<file path="src/rtl/load_pkg.sv">
/*
 * Download bus types
 * Host download stream, ROM write port and the cheat code word
 */

package load_pkg;

	// Default byte address width of the download bus
	parameter int unsigned DL_ADDR_W = 25;

	// What the current download carries
	typedef enum logic {
		TARGET_CART,
		TARGET_CHEAT
	} dl_target_t;

	// One cycle of the host download bus
	typedef struct packed {
		logic                 download;
		dl_target_t           target;
		logic                 wr;
		logic [DL_ADDR_W-1:0] addr;
		logic [15:0]          data;
	} dl_bus_t;

	// ROM write port, data already byte-swapped
	typedef struct packed {
		logic [DL_ADDR_W-1:0] addr;
		logic [15:0]          data;
	} rom_wr_t;

	// Cheat code, each field big endian as the loader sends it
	typedef struct packed {
		logic [31:0] flags;
		logic [31:0] addr;
		logic [31:0] compare;
		logic [31:0] replace;
	} cheat_code_t;

endpackage

</file>
<file path="src/rtl/cart_pkg.sv">
/*
 * Cartridge content definitions
 * Header offsets, region codes, region priority orders and game quirks
 */

package cart_pkg;

	//////////////////////////////////////////////////////////////////////
	// Header byte offsets
	//////////////////////////////////////////////////////////////////////

	// Both bytes are region letters
	parameter int unsigned HDR_REGION_ADDR  = 'h1F0;
	// Low byte only is a region letter
	parameter int unsigned HDR_REGION2_ADDR = 'h1F2;
	// Header complete
	parameter int unsigned HDR_END_ADDR     = 'h200;

	// Product ID words, match fires on the word after the last one
	parameter int unsigned ID_FIRST_ADDR    = 'h182;
	parameter int unsigned ID_DONE_ADDR     = 'h18C;

	//////////////////////////////////////////////////////////////////////
	// Regions and quirks
	//////////////////////////////////////////////////////////////////////

	typedef enum logic [1:0] {
		REGION_JP = 2'd0,
		REGION_US = 2'd1,
		REGION_EU = 2'd2
	} region_t;

	// Search order used when several letters are present
	typedef enum logic [1:0] {
		PRIO_US_EU_JP = 2'd0,
		PRIO_EU_US_JP = 2'd1,
		PRIO_US_JP_EU = 2'd2,
		PRIO_JP_US_EU = 2'd3
	} region_prio_t;

	// Eight ASCII characters, first one in the top byte
	typedef logic [63:0] product_id_t;

	typedef struct packed {
		logic sram;
		logic eeprom;
		logic fifo;
		logic svp;
	} cart_quirks_t;

endpackage

</file>
<file path="src/rtl/rom_writer.sv">
/*
 * ROM writer
 * Forwards cartridge words to ROM memory over a four-phase req/ack
 * handshake, holds the host off meanwhile and records the ROM size
 */

module rom_writer import load_pkg::*; #(
	parameter int unsigned ADDR_W = DL_ADDR_W
) (
	input  logic              clk_sys,
	input  logic              rst,
	input  dl_bus_t           dl,
	input  logic              rom_ack,
	output logic              rom_req,
	output rom_wr_t           rom_wr,
	output logic              dl_wait,
	output logic [ADDR_W-1:0] rom_size
);

	logic cart_dl;
	logic cart_dl_q;
	logic wr_pend;

	assign cart_dl = dl.download && (dl.target == TARGET_CART);

	// Word and address held stable for the whole handshake
	always_ff @(posedge clk_sys) begin
		if (cart_dl && dl.wr) begin
			rom_wr.addr <= dl.addr;
			rom_wr.data <= {dl.data[7:0], dl.data[15:8]};
		end
	end

	always_ff @(posedge clk_sys) begin
		if (rst) begin
			cart_dl_q <= 1'b0;
			wr_pend   <= 1'b0;
			rom_req   <= 1'b0;
			dl_wait   <= 1'b0;
			rom_size  <= '0;
		end else begin
			cart_dl_q <= cart_dl;
			wr_pend   <= cart_dl && dl.wr;

			// Phase 1 starts, phase 3 once memory acks
			if (wr_pend)
				rom_req <= 1'b1;
			else if (rom_req && rom_ack)
				rom_req <= 1'b0;

			// Release the host only after ack has dropped again
			if (wr_pend)
				dl_wait <= 1'b1;
			else if (dl_wait && !rom_req && !rom_ack)
				dl_wait <= 1'b0;

			// End of cartridge download
			if (cart_dl_q && !cart_dl)
				rom_size <= ADDR_W'(dl.addr);
		end
	end

endmodule

</file>
<file path="src/rtl/header_region.sv">
/*
 * Header region detection
 * Collects the region letters of the cartridge header and picks a region
 * from them in the selected priority order
 */

module header_region import load_pkg::*, cart_pkg::*; (
	input  logic         clk_sys,
	input  logic         rst,
	input  dl_bus_t      dl,
	input  region_prio_t prio,
	output region_t      region,
	output logic         region_hold
);

	typedef struct packed {
		logic j;
		logic u;
		logic e;
	} letters_t;

	letters_t letters;
	logic     cart_dl;
	logic     cart_dl_q;
	logic     hdr_wr;

	// One header character to letter flags
	function automatic letters_t classify(input logic [7:0] ch);
		if (ch == "J")
			return '{j: 1'b1, u: 1'b0, e: 1'b0};
		else if (ch == "U")
			return '{j: 1'b0, u: 1'b1, e: 1'b0};
		else if (ch >= "0" && ch <= "Z")
			return '{j: 1'b0, u: 1'b0, e: 1'b1};
		else
			return '0;
	endfunction

	// First flagged region in the order, else the order's first region
	function automatic region_t pick_region(input region_prio_t p, input letters_t f);
		case (p)
			PRIO_US_EU_JP:
				if (f.u) return REGION_US;
				else if (f.e) return REGION_EU;
				else if (f.j) return REGION_JP;
				else return REGION_US;
			PRIO_EU_US_JP:
				if (f.e) return REGION_EU;
				else if (f.u) return REGION_US;
				else if (f.j) return REGION_JP;
				else return REGION_EU;
			PRIO_US_JP_EU:
				if (f.u) return REGION_US;
				else if (f.j) return REGION_JP;
				else if (f.e) return REGION_EU;
				else return REGION_US;
			default:
				if (f.j) return REGION_JP;
				else if (f.u) return REGION_US;
				else if (f.e) return REGION_EU;
				else return REGION_JP;
		endcase
	endfunction

	assign cart_dl = dl.download && (dl.target == TARGET_CART);
	assign hdr_wr  = cart_dl && dl.wr;

	always_ff @(posedge clk_sys) begin
		if (rst) begin
			cart_dl_q   <= 1'b0;
			letters     <= '0;
			region      <= REGION_JP;
			region_hold <= 1'b0;
		end else begin
			cart_dl_q <= cart_dl;

			if (cart_dl && !cart_dl_q)
				letters <= '0;
			if (cart_dl_q && !cart_dl)
				region_hold <= 1'b0;

			if (hdr_wr && dl.addr == DL_ADDR_W'(HDR_REGION_ADDR))
				letters <= letters | classify(dl.data[7:0]) | classify(dl.data[15:8]);
			if (hdr_wr && dl.addr == DL_ADDR_W'(HDR_REGION2_ADDR))
				letters <= letters | classify(dl.data[7:0]);

			if (hdr_wr && dl.addr == DL_ADDR_W'(HDR_END_ADDR)) begin
				region      <= pick_region(prio, letters);
				region_hold <= 1'b1;
			end
		end
	end

endmodule

</file>
<file path="src/rtl/quirk_detect.sv">
/*
 * Quirk detection
 * Builds the product ID from the header and flags games that need
 * special handling by the console core
 */

module quirk_detect import load_pkg::*, cart_pkg::*; (
	input  logic         clk_sys,
	input  logic         rst,
	input  dl_bus_t      dl,
	output cart_quirks_t quirks
);

	product_id_t cart_id;
	logic        cart_dl;
	logic        cart_dl_q;
	logic        id_wr;

	function automatic cart_quirks_t match_id(input product_id_t id);
		cart_quirks_t q;
		q = '0;
		case (id)
			"T-081276", "T-81406 ": q.sram   = 1'b1;
			"MK-1215 ", "G-4060  ": q.eeprom = 1'b1;
			"T-89016 ":             q.fifo   = 1'b1;
			"MK-1229 ", "G-7001  ": q.svp    = 1'b1;
			default:                q        = '0;
		endcase
		return q;
	endfunction

	assign cart_dl = dl.download && (dl.target == TARGET_CART);
	assign id_wr   = cart_dl && dl.wr;

	// ID text starts on an odd byte, so words arrive straddling characters
	always_ff @(posedge clk_sys) begin
		if (id_wr) begin
			case (dl.addr)
				DL_ADDR_W'(ID_FIRST_ADDR):     cart_id[63:56] <= dl.data[15:8];
				DL_ADDR_W'(ID_FIRST_ADDR + 2): cart_id[55:40] <= {dl.data[7:0], dl.data[15:8]};
				DL_ADDR_W'(ID_FIRST_ADDR + 4): cart_id[39:24] <= {dl.data[7:0], dl.data[15:8]};
				DL_ADDR_W'(ID_FIRST_ADDR + 6): cart_id[23:8]  <= {dl.data[7:0], dl.data[15:8]};
				DL_ADDR_W'(ID_FIRST_ADDR + 8): cart_id[7:0]   <= dl.data[7:0];
				default: ;
			endcase
		end
	end

	always_ff @(posedge clk_sys) begin
		if (rst) begin
			cart_dl_q <= 1'b0;
			quirks    <= '0;
		end else begin
			cart_dl_q <= cart_dl;
			if (cart_dl && !cart_dl_q)
				quirks <= '0;
			else if (id_wr && dl.addr == DL_ADDR_W'(ID_DONE_ADDR))
				quirks <= match_id(cart_id);
		end
	end

endmodule

</file>
<file path="src/rtl/cheat_loader.sv">
/*
 * Cheat code loader
 * Assembles 16-bit cheat download words into one code and clocks it in
 */

module cheat_loader import load_pkg::*; (
	input  logic        clk_sys,
	input  logic        rst,
	input  dl_bus_t     dl,
	output cheat_code_t cheat,
	output logic        cheat_strobe,
	output logic        cheat_reset
);

	logic code_wr;

	assign code_wr = dl.download && (dl.target == TARGET_CHEAT) && dl.wr;

	// Low word of each field first
	always_ff @(posedge clk_sys) begin
		if (code_wr) begin
			case (dl.addr[3:0])
				4'd0:  cheat.flags[15:0]    <= dl.data;
				4'd2:  cheat.flags[31:16]   <= dl.data;
				4'd4:  cheat.addr[15:0]     <= dl.data;
				4'd6:  cheat.addr[31:16]    <= dl.data;
				4'd8:  cheat.compare[15:0]  <= dl.data;
				4'd10: cheat.compare[31:16] <= dl.data;
				4'd12: cheat.replace[15:0]  <= dl.data;
				4'd14: cheat.replace[31:16] <= dl.data;
				default: ;
			endcase
		end
	end

	always_ff @(posedge clk_sys) begin
		if (rst) begin
			cheat_strobe <= 1'b0;
			cheat_reset  <= 1'b0;
		end else begin
			// Code complete with the replace top word
			cheat_strobe <= code_wr && (dl.addr[3:0] == 4'd14);
			// First word of the cheat file clears the old list
			cheat_reset  <= code_wr && (dl.addr == '0);
		end
	end

endmodule

</file>
<file path="src/rtl/cart_loader.sv">
/*
 * Cartridge loader
 * Download front end of the console core: ROM writing, header region
 * detection, quirk detection and cheat code assembly
 */

module cart_loader import load_pkg::*, cart_pkg::*; #(
	parameter int unsigned ADDR_W = DL_ADDR_W
) (
	input  logic              clk_sys,
	input  logic              rst,
	input  dl_bus_t           dl,
	output logic              dl_wait,
	output logic              rom_req,
	output rom_wr_t           rom_wr,
	input  logic              rom_ack,
	output logic [ADDR_W-1:0] rom_size,
	input  region_prio_t      prio,
	output region_t           region,
	output logic              region_hold,
	output cart_quirks_t      quirks,
	output cheat_code_t       cheat,
	output logic              cheat_strobe,
	output logic              cheat_reset
);

	// Only the ROM writer ever stalls the host
	rom_writer #(
		.ADDR_W(ADDR_W)
	) u_rom_writer (
		.clk_sys  (clk_sys),
		.rst      (rst),
		.dl       (dl),
		.rom_ack  (rom_ack),
		.rom_req  (rom_req),
		.rom_wr   (rom_wr),
		.dl_wait  (dl_wait),
		.rom_size (rom_size)
	);

	header_region u_header_region (
		.clk_sys     (clk_sys),
		.rst         (rst),
		.dl          (dl),
		.prio        (prio),
		.region      (region),
		.region_hold (region_hold)
	);

	quirk_detect u_quirk_detect (
		.clk_sys (clk_sys),
		.rst     (rst),
		.dl      (dl),
		.quirks  (quirks)
	);

	cheat_loader u_cheat_loader (
		.clk_sys      (clk_sys),
		.rst          (rst),
		.dl           (dl),
		.cheat        (cheat),
		.cheat_strobe (cheat_strobe),
		.cheat_reset  (cheat_reset)
	);

endmodule

</file>
<file path="config.mk">
export PLATFORM = sky130hd
export DESIGN_NAME = cart_loader
export DESIGN_NICKNAME = d
export VERILOG_FILES = /design/src/rtl/load_pkg.sv /design/src/rtl/cart_pkg.sv /design/src/rtl/rom_writer.sv /design/src/rtl/header_region.sv /design/src/rtl/quirk_detect.sv /design/src/rtl/cheat_loader.sv /design/src/rtl/cart_loader.sv
export SDC_FILE = /design/constraint.sdc
export NUM_CORES = 1
export LEC_CHECK = 0
export ABC_AREA = 1
export BUFFER_PORTS_ARGS = -buffer_cell sky130_fd_sc_hd__buf_2
export CORE_MARGIN = 2
export CORE_UTILIZATION = 45
export CTS_CLUSTER_DIAMETER = 150
export DETAILED_ROUTE_END_ITERATION = 12
export PLACE_DENSITY = 0.69
export SLEW_MARGIN = 20
export SYNTH_ARGS = -nofsm -noshare
export SYNTH_HDL_FRONTEND = slang
export SYNTH_SLANG_ARGS = --single-unit
</file>
<file path="constraint.sdc">
create_clock -name clk_sys -period 4.75 [get_ports clk_sys]
set_input_delay 0.2375 -clock clk_sys [delete_from_list [all_inputs] [get_ports clk_sys]]
set_output_delay 0.2375 -clock clk_sys [all_outputs]
set_load 0.02 [all_outputs]
</file>
==> metrics, run 1 <==
CP most frequent cell=nor2_4; HPWL after detailed placement=16.8 mm; Root Buffer=clkbuf_16; Clock transition at path regs=60 ps; critical path type=in -> reg; total gr overflow=0; RSZ-0062 raised after global routing=false; clock sink count=274; Fmax achieved=393 MHz; Finish-stage setup viols=0; Pwr Density=397 nW/um^2; crit path buf inv count=2; global-route wire length before repair=37.7 mm; EDFF count, synth=233; layout cells sized above 1=0.303; DRT Pass-1 Iters=4; pin count of the biggest net entering global routing=47; final hold vios=0; Synth Area in Compound Gates=0.0295; Synth top area share=0.705; post-synthesis xor/xnor area fraction=0; Synth area leaders=edfxtp_1, dfxtp_1, nor2_1; CP max-delay cell=nor3_1; Worst EP required=4910 ps; CP cell instances=dlygate4sd3_1 > buf_2 > nor2_1 > nand2_1 > nor2_4 > nand3_4 > nor2_4 > nand3_1 > nor3_1; dpl cells=1278; asr flop ratio synth=0; max-cap violations=0; post-DR wirelength/cell=18.3 um; Final Max Slew Viols=0; element type at the critical path end=flip-flop; die height=153 um; simple-gate share of the synthesized area=0.153; synth unique cells=27; Setup crit end=u_quirk_detect.cart_id[2]$_DFFE_PP_; CP peak stage delay=850 ps; CP top delay family=simple AND/OR/NAND/NOR gates; CTS tree=done; worst vdd ir=0.372 mV; commonest cells in the netlist=edfxtp_1, nor2_1, nand2_1; number of cells on the critical path=9; Post-Syn Area per Cell=13.2 um^2; DRT iter0 DRCs=400; Row Count=54; Slew Limit Headroom=0.279; DRT antenna net count=0; Slew @ Worst Pin=1080 ps; Post-CTS Setup Repair Bufs=0; htree depth=1; Synthesized Nets=799; multiplexer area fraction after synthesis=0; #FFs+latches synth=274; final core utilization=0.587; die footprint=23300 um^2; critical path arrival=2710 ps; FF-to-FF End=u_rom_writer.rom_size[14]$_SDFFE_PP0P_; crit path time final=2540 ps; R2R setup slack=2550 ps; Port Buf Inserts=253; Design Area, Final=12800 um^2; Global Route Usage Sum=0.208; biggest area consumer among synthesized cells=edfxtp_1; Clock Skew=4.63 ps; r2r startpoint=u_quirk_detect.cart_dl_q$_SDFF_PP0_; status=finished, final reports clean; top_reg_cell synth=edfxtp_1; CTS buffer count=27; Top Ports=254; sequential share of the synthesized area=0.787; area of the mapped netlist=9930 um^2; Post-CTS Resized=0; Initial Util=0.456; Die Span X=153 um; routed vias=6805; P_leak=0.00503 uW; worst setup path startpoint=dl[34]; final RePlAce weighted congestion=0.855; Hold WC Path Type=in -> reg; Worst-Skew Late Latency=540 ps; DRC Markers=0; vias in the first global route=6598; placed cell areas=11600 um^2; post-synthesis adder-cell area fraction=0; antenna diode count=0; Max clock buf depth=3; Final Non-Filler Cells=1356; P&R area growth vs syn=28.7%; CP max FO=8; core area=21800 um^2; final wirelength=24.8 mm; cells on worst reg2reg path=4; fin nets=1104; largest family of logic cells by synthesized area=simple AND/OR/NAND/NOR gates; yosys warns=0; antenna violations before repair=0; Mapped Cells=750; fin crit share=0.535; startpoint types=primary input; DR vias/cell=5.02; count leader, synth=edfxtp_1; setup_tns=0 ps
kinds of logic after synthesis:
logic type / after synthesis
flip-flops: 274
AND/OR/NAND/NOR: 339
buffers and inverters: 79
AO/OA/AOI/OAI: 58
cells in the final DEF (no fill, tap or decap), types with 2 or more instances in the layout:
master / Yosys / routed
a21oi_1: 25 / 25
and3_1: 2 / 2
buf_2: 1 / 253
buf_4: 0 / 4
bufinv_16: 0 / 4
clkbuf_1: 8 / 2
clkbuf_16: 0 / 27
clkinv_1: 1 / 5
clkinv_2: 0 / 8
clkinv_4: 0 / 2
dfxtp_1: 41 / 41
dlygate4sd3_1: 0 / 28
edfxtp_1: 233 / 233
inv_1: 69 / 68
nand2_1: 93 / 93
nand3_1: 52 / 52
nand3_4: 2 / 2
nand3b_1: 5 / 5
nand4_1: 13 / 13
nor2_1: 143 / 138
nor2_2: 4 / 9
nor2_4: 3 / 3
nor3_1: 13 / 9
nor3_2: 1 / 3
nor3_4: 2 / 4
nor4_1: 2 / 2
o21ai_0: 31 / 31
registers in the layout (all words and copies together) (netlist names), 2 cells and up:
register and flops:
u_cheat_loader.cheat 128, u_header_region.letters 3, u_header_region.region 2, u_quirk_detect.cart_id 64, u_quirk_detect.quirks 4, u_rom_writer.rom_size 25, u_rom_writer.rom_wr 41
where the power goes:
part / internal [uW] / switching (uW)
Combinational: 70.4 / 168
Clock: 1270 / 910
Sequential: 2640 / 11.2
timing repair:
item | in CTS | in global routing
setup endpoints to repair | 0 | 0
hold endpoints to repair | 41 | 0
hold buffers | 28 | 0
stage by stage:
| step | hold WS, ps | worst slack (ps) | power [uW] |
|---|---|---|---|
| final | 43.8 | 2210 | 5070 |
| after global routing | 34.5 | 2110 | 5220 |
| after CTS | 31.7 | 2200 | 5100 |
| after detailed placement | 437 | 2200 | 2930 |
| after floorplan | 336 | 2220 | 2810 |
| after global placement | 435 | 2280 | 2920 |
per-layer routing:
| layer | up-vias | share of wire | track usage |
|---|---|---|---|
| li1 | 3216 | - | - |
| met1 | 3269 | 0.40 | 0.266 |
| met2 | 283 | 0.50 | 0.364 |
| met3 | 37 | 0.082 | 0.0484 |
| met4 | 0 | 0.017 | 0.0481 |
| met5 | - | 0 | 0 |
layout make-up:
type | instances | area, um^2
sequential | 274 | 7820
clock inverter | 21 | 231
tap | 280 | 350
multi-input combinational | 397 | 1860
clock buffer | 29 | 683
fill | 1772 | 8980
timing repair buffer | 285 | 1580
inverter | 70 | 263
how the worst min path moves through the flow:
stage | startpoint | cells after the start | endpoint | slack [ps]
3_5_place_dp | dl[31] | 1 | u_rom_writer.rom_wr[31]$_DFFE_PP_ | 440
2_1_floorplan | dl[0] | 0 | u_cheat_loader.cheat[0]$_DFFE_PP_ | 340
3_3_place_gp | dl[31] | 1 | u_rom_writer.rom_wr[31]$_DFFE_PP_ | 440
4_1_cts | rst | 2 | u_header_region.region[1]$_SDFFE_PP0P_ | 30
5_1_grt | rst | 2 | u_header_region.region[1]$_SDFFE_PP0P_ | 30
6_report | rst | 2 | u_quirk_detect.cart_dl_q$_SDFF_PP0_ | 40
Power figures use the tool's default switching activity.
==> run 2: changes to the inputs <==
--- a/config.mk
+++ b/config.mk
@@ -11,7 +11,7 @@
 export CORE_UTILIZATION = 45
 export CTS_CLUSTER_DIAMETER = 150
 export DETAILED_ROUTE_END_ITERATION = 12
-export PLACE_DENSITY = 0.69
+export PLACE_DENSITY = 0.71
 export SLEW_MARGIN = 20
 export SYNTH_ARGS = -nofsm -noshare
 export SYNTH_HDL_FRONTEND = slang
==> constraint.sdc (replaced) <==
create_clock -name clk_sys -period 2.05 [get_ports clk_sys]
set_input_delay 0.1025 -clock clk_sys [delete_from_list [all_inputs] [get_ports clk_sys]]
set_output_delay 0.1025 -clock clk_sys [all_outputs]
set_load 0.02 [all_outputs]
==> metrics, run 2 (synthesized netlist as in run 1, its figures left out) <==
area of the multi-input gates=1840 um^2 (-0.81%); pin count of the biggest net entering global routing=30 (-36%); Top Ports=254 (unchanged); final wirelength=25.8 mm (+4.0%); CP cell instances=dlygate4sd3_1 > buf_2 > or2_4 > nor2_4 > nand3_4 > nor2_4 > nand3_1 > nor3_2 > buf_4; status=finished, final reports clean; Worst-Skew Late Latency=540 ps (about the same); CP max FO=16 (+8); P&R area growth vs syn=32.2%; Design Area, Final=13100 um^2 (+2.7%); Finish-stage setup viols=0 (unchanged); Row Count=54 (unchanged); final core utilization=0.604 (+0.0161); P_leak=0.00520 uW (+3.3%); element type at the critical path end=flip-flop; Pwr Density=909 nW/um^2 (+130%); Fmax achieved=548 MHz; Port Buf Inserts=253 (unchanged); DRT antenna net count=0 (unchanged); r2r startpoint=u_quirk_detect.cart_id[55]$_DFFE_PP_; layout cells sized above 1=0.312 (+0.00908); max-cap violations=0 (unchanged); post-DR wirelength/cell=18.5 um (+1.3%); clock sink count=274 (unchanged); startpoint types=primary input; Initial Util=0.456 (unchanged); CP most frequent cell=nor2_4; die height=153 um (unchanged); DRT Pass-1 Iters=7 (+3); HPWL after detailed placement=17.8 mm (+5.9%); fillcell total=1681 (-5.1%); Die Span X=153 um (unchanged); Final Max Slew Viols=0 (unchanged); CP peak stage delay=550 ps (-300 ps); Global Route Usage Sum=0.217 (+0.00917); antenna diode count=0 (unchanged); worst vdd ir=0.621 mV (+67%); cells on worst reg2reg path=9 (+5); CP max-delay cell=dlygate4sd3_1; Hold WC Path Type=in -> reg; antenna violations before repair=0 (unchanged); most frequent cells in the layout=buf_2, edfxtp_1, nor2_1; fin crit share=0.890; crit path time final=1820 ps; final RePlAce weighted congestion=0.861 (+0.65%); sequential cell area=7820 um^2 (unchanged); placed cell areas=11800 um^2 (+1.8%); Slew @ Worst Pin=424 ps (-657 ps); setup_tns=0 ps (unchanged); hold path start=dl[1]; final hold vios=0 (unchanged); RSZ-0062 raised after global routing=false; Root Buffer=clkbuf_16; FF-to-FF End=u_quirk_detect.quirks[3]$_SDFFE_PP0P_; CTS buffer count=27 (unchanged); Worst EP required=2270 ps (-2640 ps); leading cell type in the layout, fill and taps excluded=buf_2; DRC Markers=0 (unchanged); critical path type=in -> reg; Hold Path Sink=u_cheat_loader.cheat[97]$_DFFE_PP_; fin nets=1141 (+3.4%); global-route wire length before repair=39.3 mm (+4.1%); Slew Limit Headroom=0.716 (+0.437); worst setup path startpoint=dl[40]; WHS Path Cells=1 (-1); total gr overflow=0 (unchanged); Clock Skew=15.9 ps (+11.3 ps); Clock transition at path regs=60 ps (about the same); DR vias/cell=5.05 (+0.62%); core area=21800 um^2 (unchanged); max FFs per register=128 (unchanged); htree depth=1 (unchanged); critical path arrival=2040 ps (-670 ps); die footprint=23300 um^2 (unchanged); R2R setup slack=480 ps (-2070 ps); vias in the first global route=7034 (+6.6%); DRT iter0 DRCs=485 (+21%); CTS tree=done; routed vias=7029 (+3.3%); Max clock buf depth=3 (unchanged)
run 2: worst max-delay path: cells and delay by family:
kind	cells	cell delay (ps)
buffers and inverters	3	960
AND/OR/NAND/NOR	6	980
run 2: power breakdown:
part	switching (uW)	internal, uW	total [uW]
clock	2000	3170	5170
combinational	405	200	605
sequential	25.9	6120	6150
run 2: worst max-delay path by stage:
stage                                                 to  cells after the start
floorplan           u_quirk_detect.cart_id[24]$_DFFE_PP_                      6
global placement     u_quirk_detect.cart_id[0]$_DFFE_PP_                      9
detailed placement  u_quirk_detect.cart_id[24]$_DFFE_PP_                      9
CTS                 u_quirk_detect.cart_id[30]$_DFFE_PP_                     10
global route        u_quirk_detect.cart_id[30]$_DFFE_PP_                     10
finish              u_quirk_detect.cart_id[30]$_DFFE_PP_                      9
run 2: per-stage QoR:
stage	instances	total power, uW	setup WS [ps]	hold WS, ps
2_1_floorplan	750	6500	129	201
3_3_place_gp	1302	6800	309	294
3_5_place_dp	1302	6810	267	297
4_1_cts	1392	12000	257	2.09
5_1_grt	1392	12300	90.7	6.17
6_report	1392	11900	226	19.4
run 2: per-layer routing:
layer | up-vias | routed length (um) | share of wire | global-route usage
met5 | - | 0 | 0 | 0
met4 | 0 | 739 | 0.029 | 0.0705
met3 | 61 | 1880 | 0.073 | 0.0435
met2 | 331 | 13200 | 0.51 | 0.395
met1 | 3341 | 9960 | 0.39 | 0.260
li1 | 3296 | - | - | -
run 2: area by class of cell:
| class | instances | share of cell area |
|---|---|---|
| sequential | 274 | 0.595 |
| timing repair buffer | 322 | 0.146 |
| multi-input combinational | 397 | 0.140 |
| clock buffer | 29 | 0.0520 |
| tap | 280 | 0.0267 |
| inverter | 70 | 0.0200 |
| clock inverter | 20 | 0.0199 |
run 2: what timing repair did:
| item | CTS | global route |
|---|---|---|
| hold buffers | 41 | 0 |
| setup buffers | 0 | 0 |
| hold endpoints to repair | 159 | 0 |
| resized for setup | 0 | 0 |
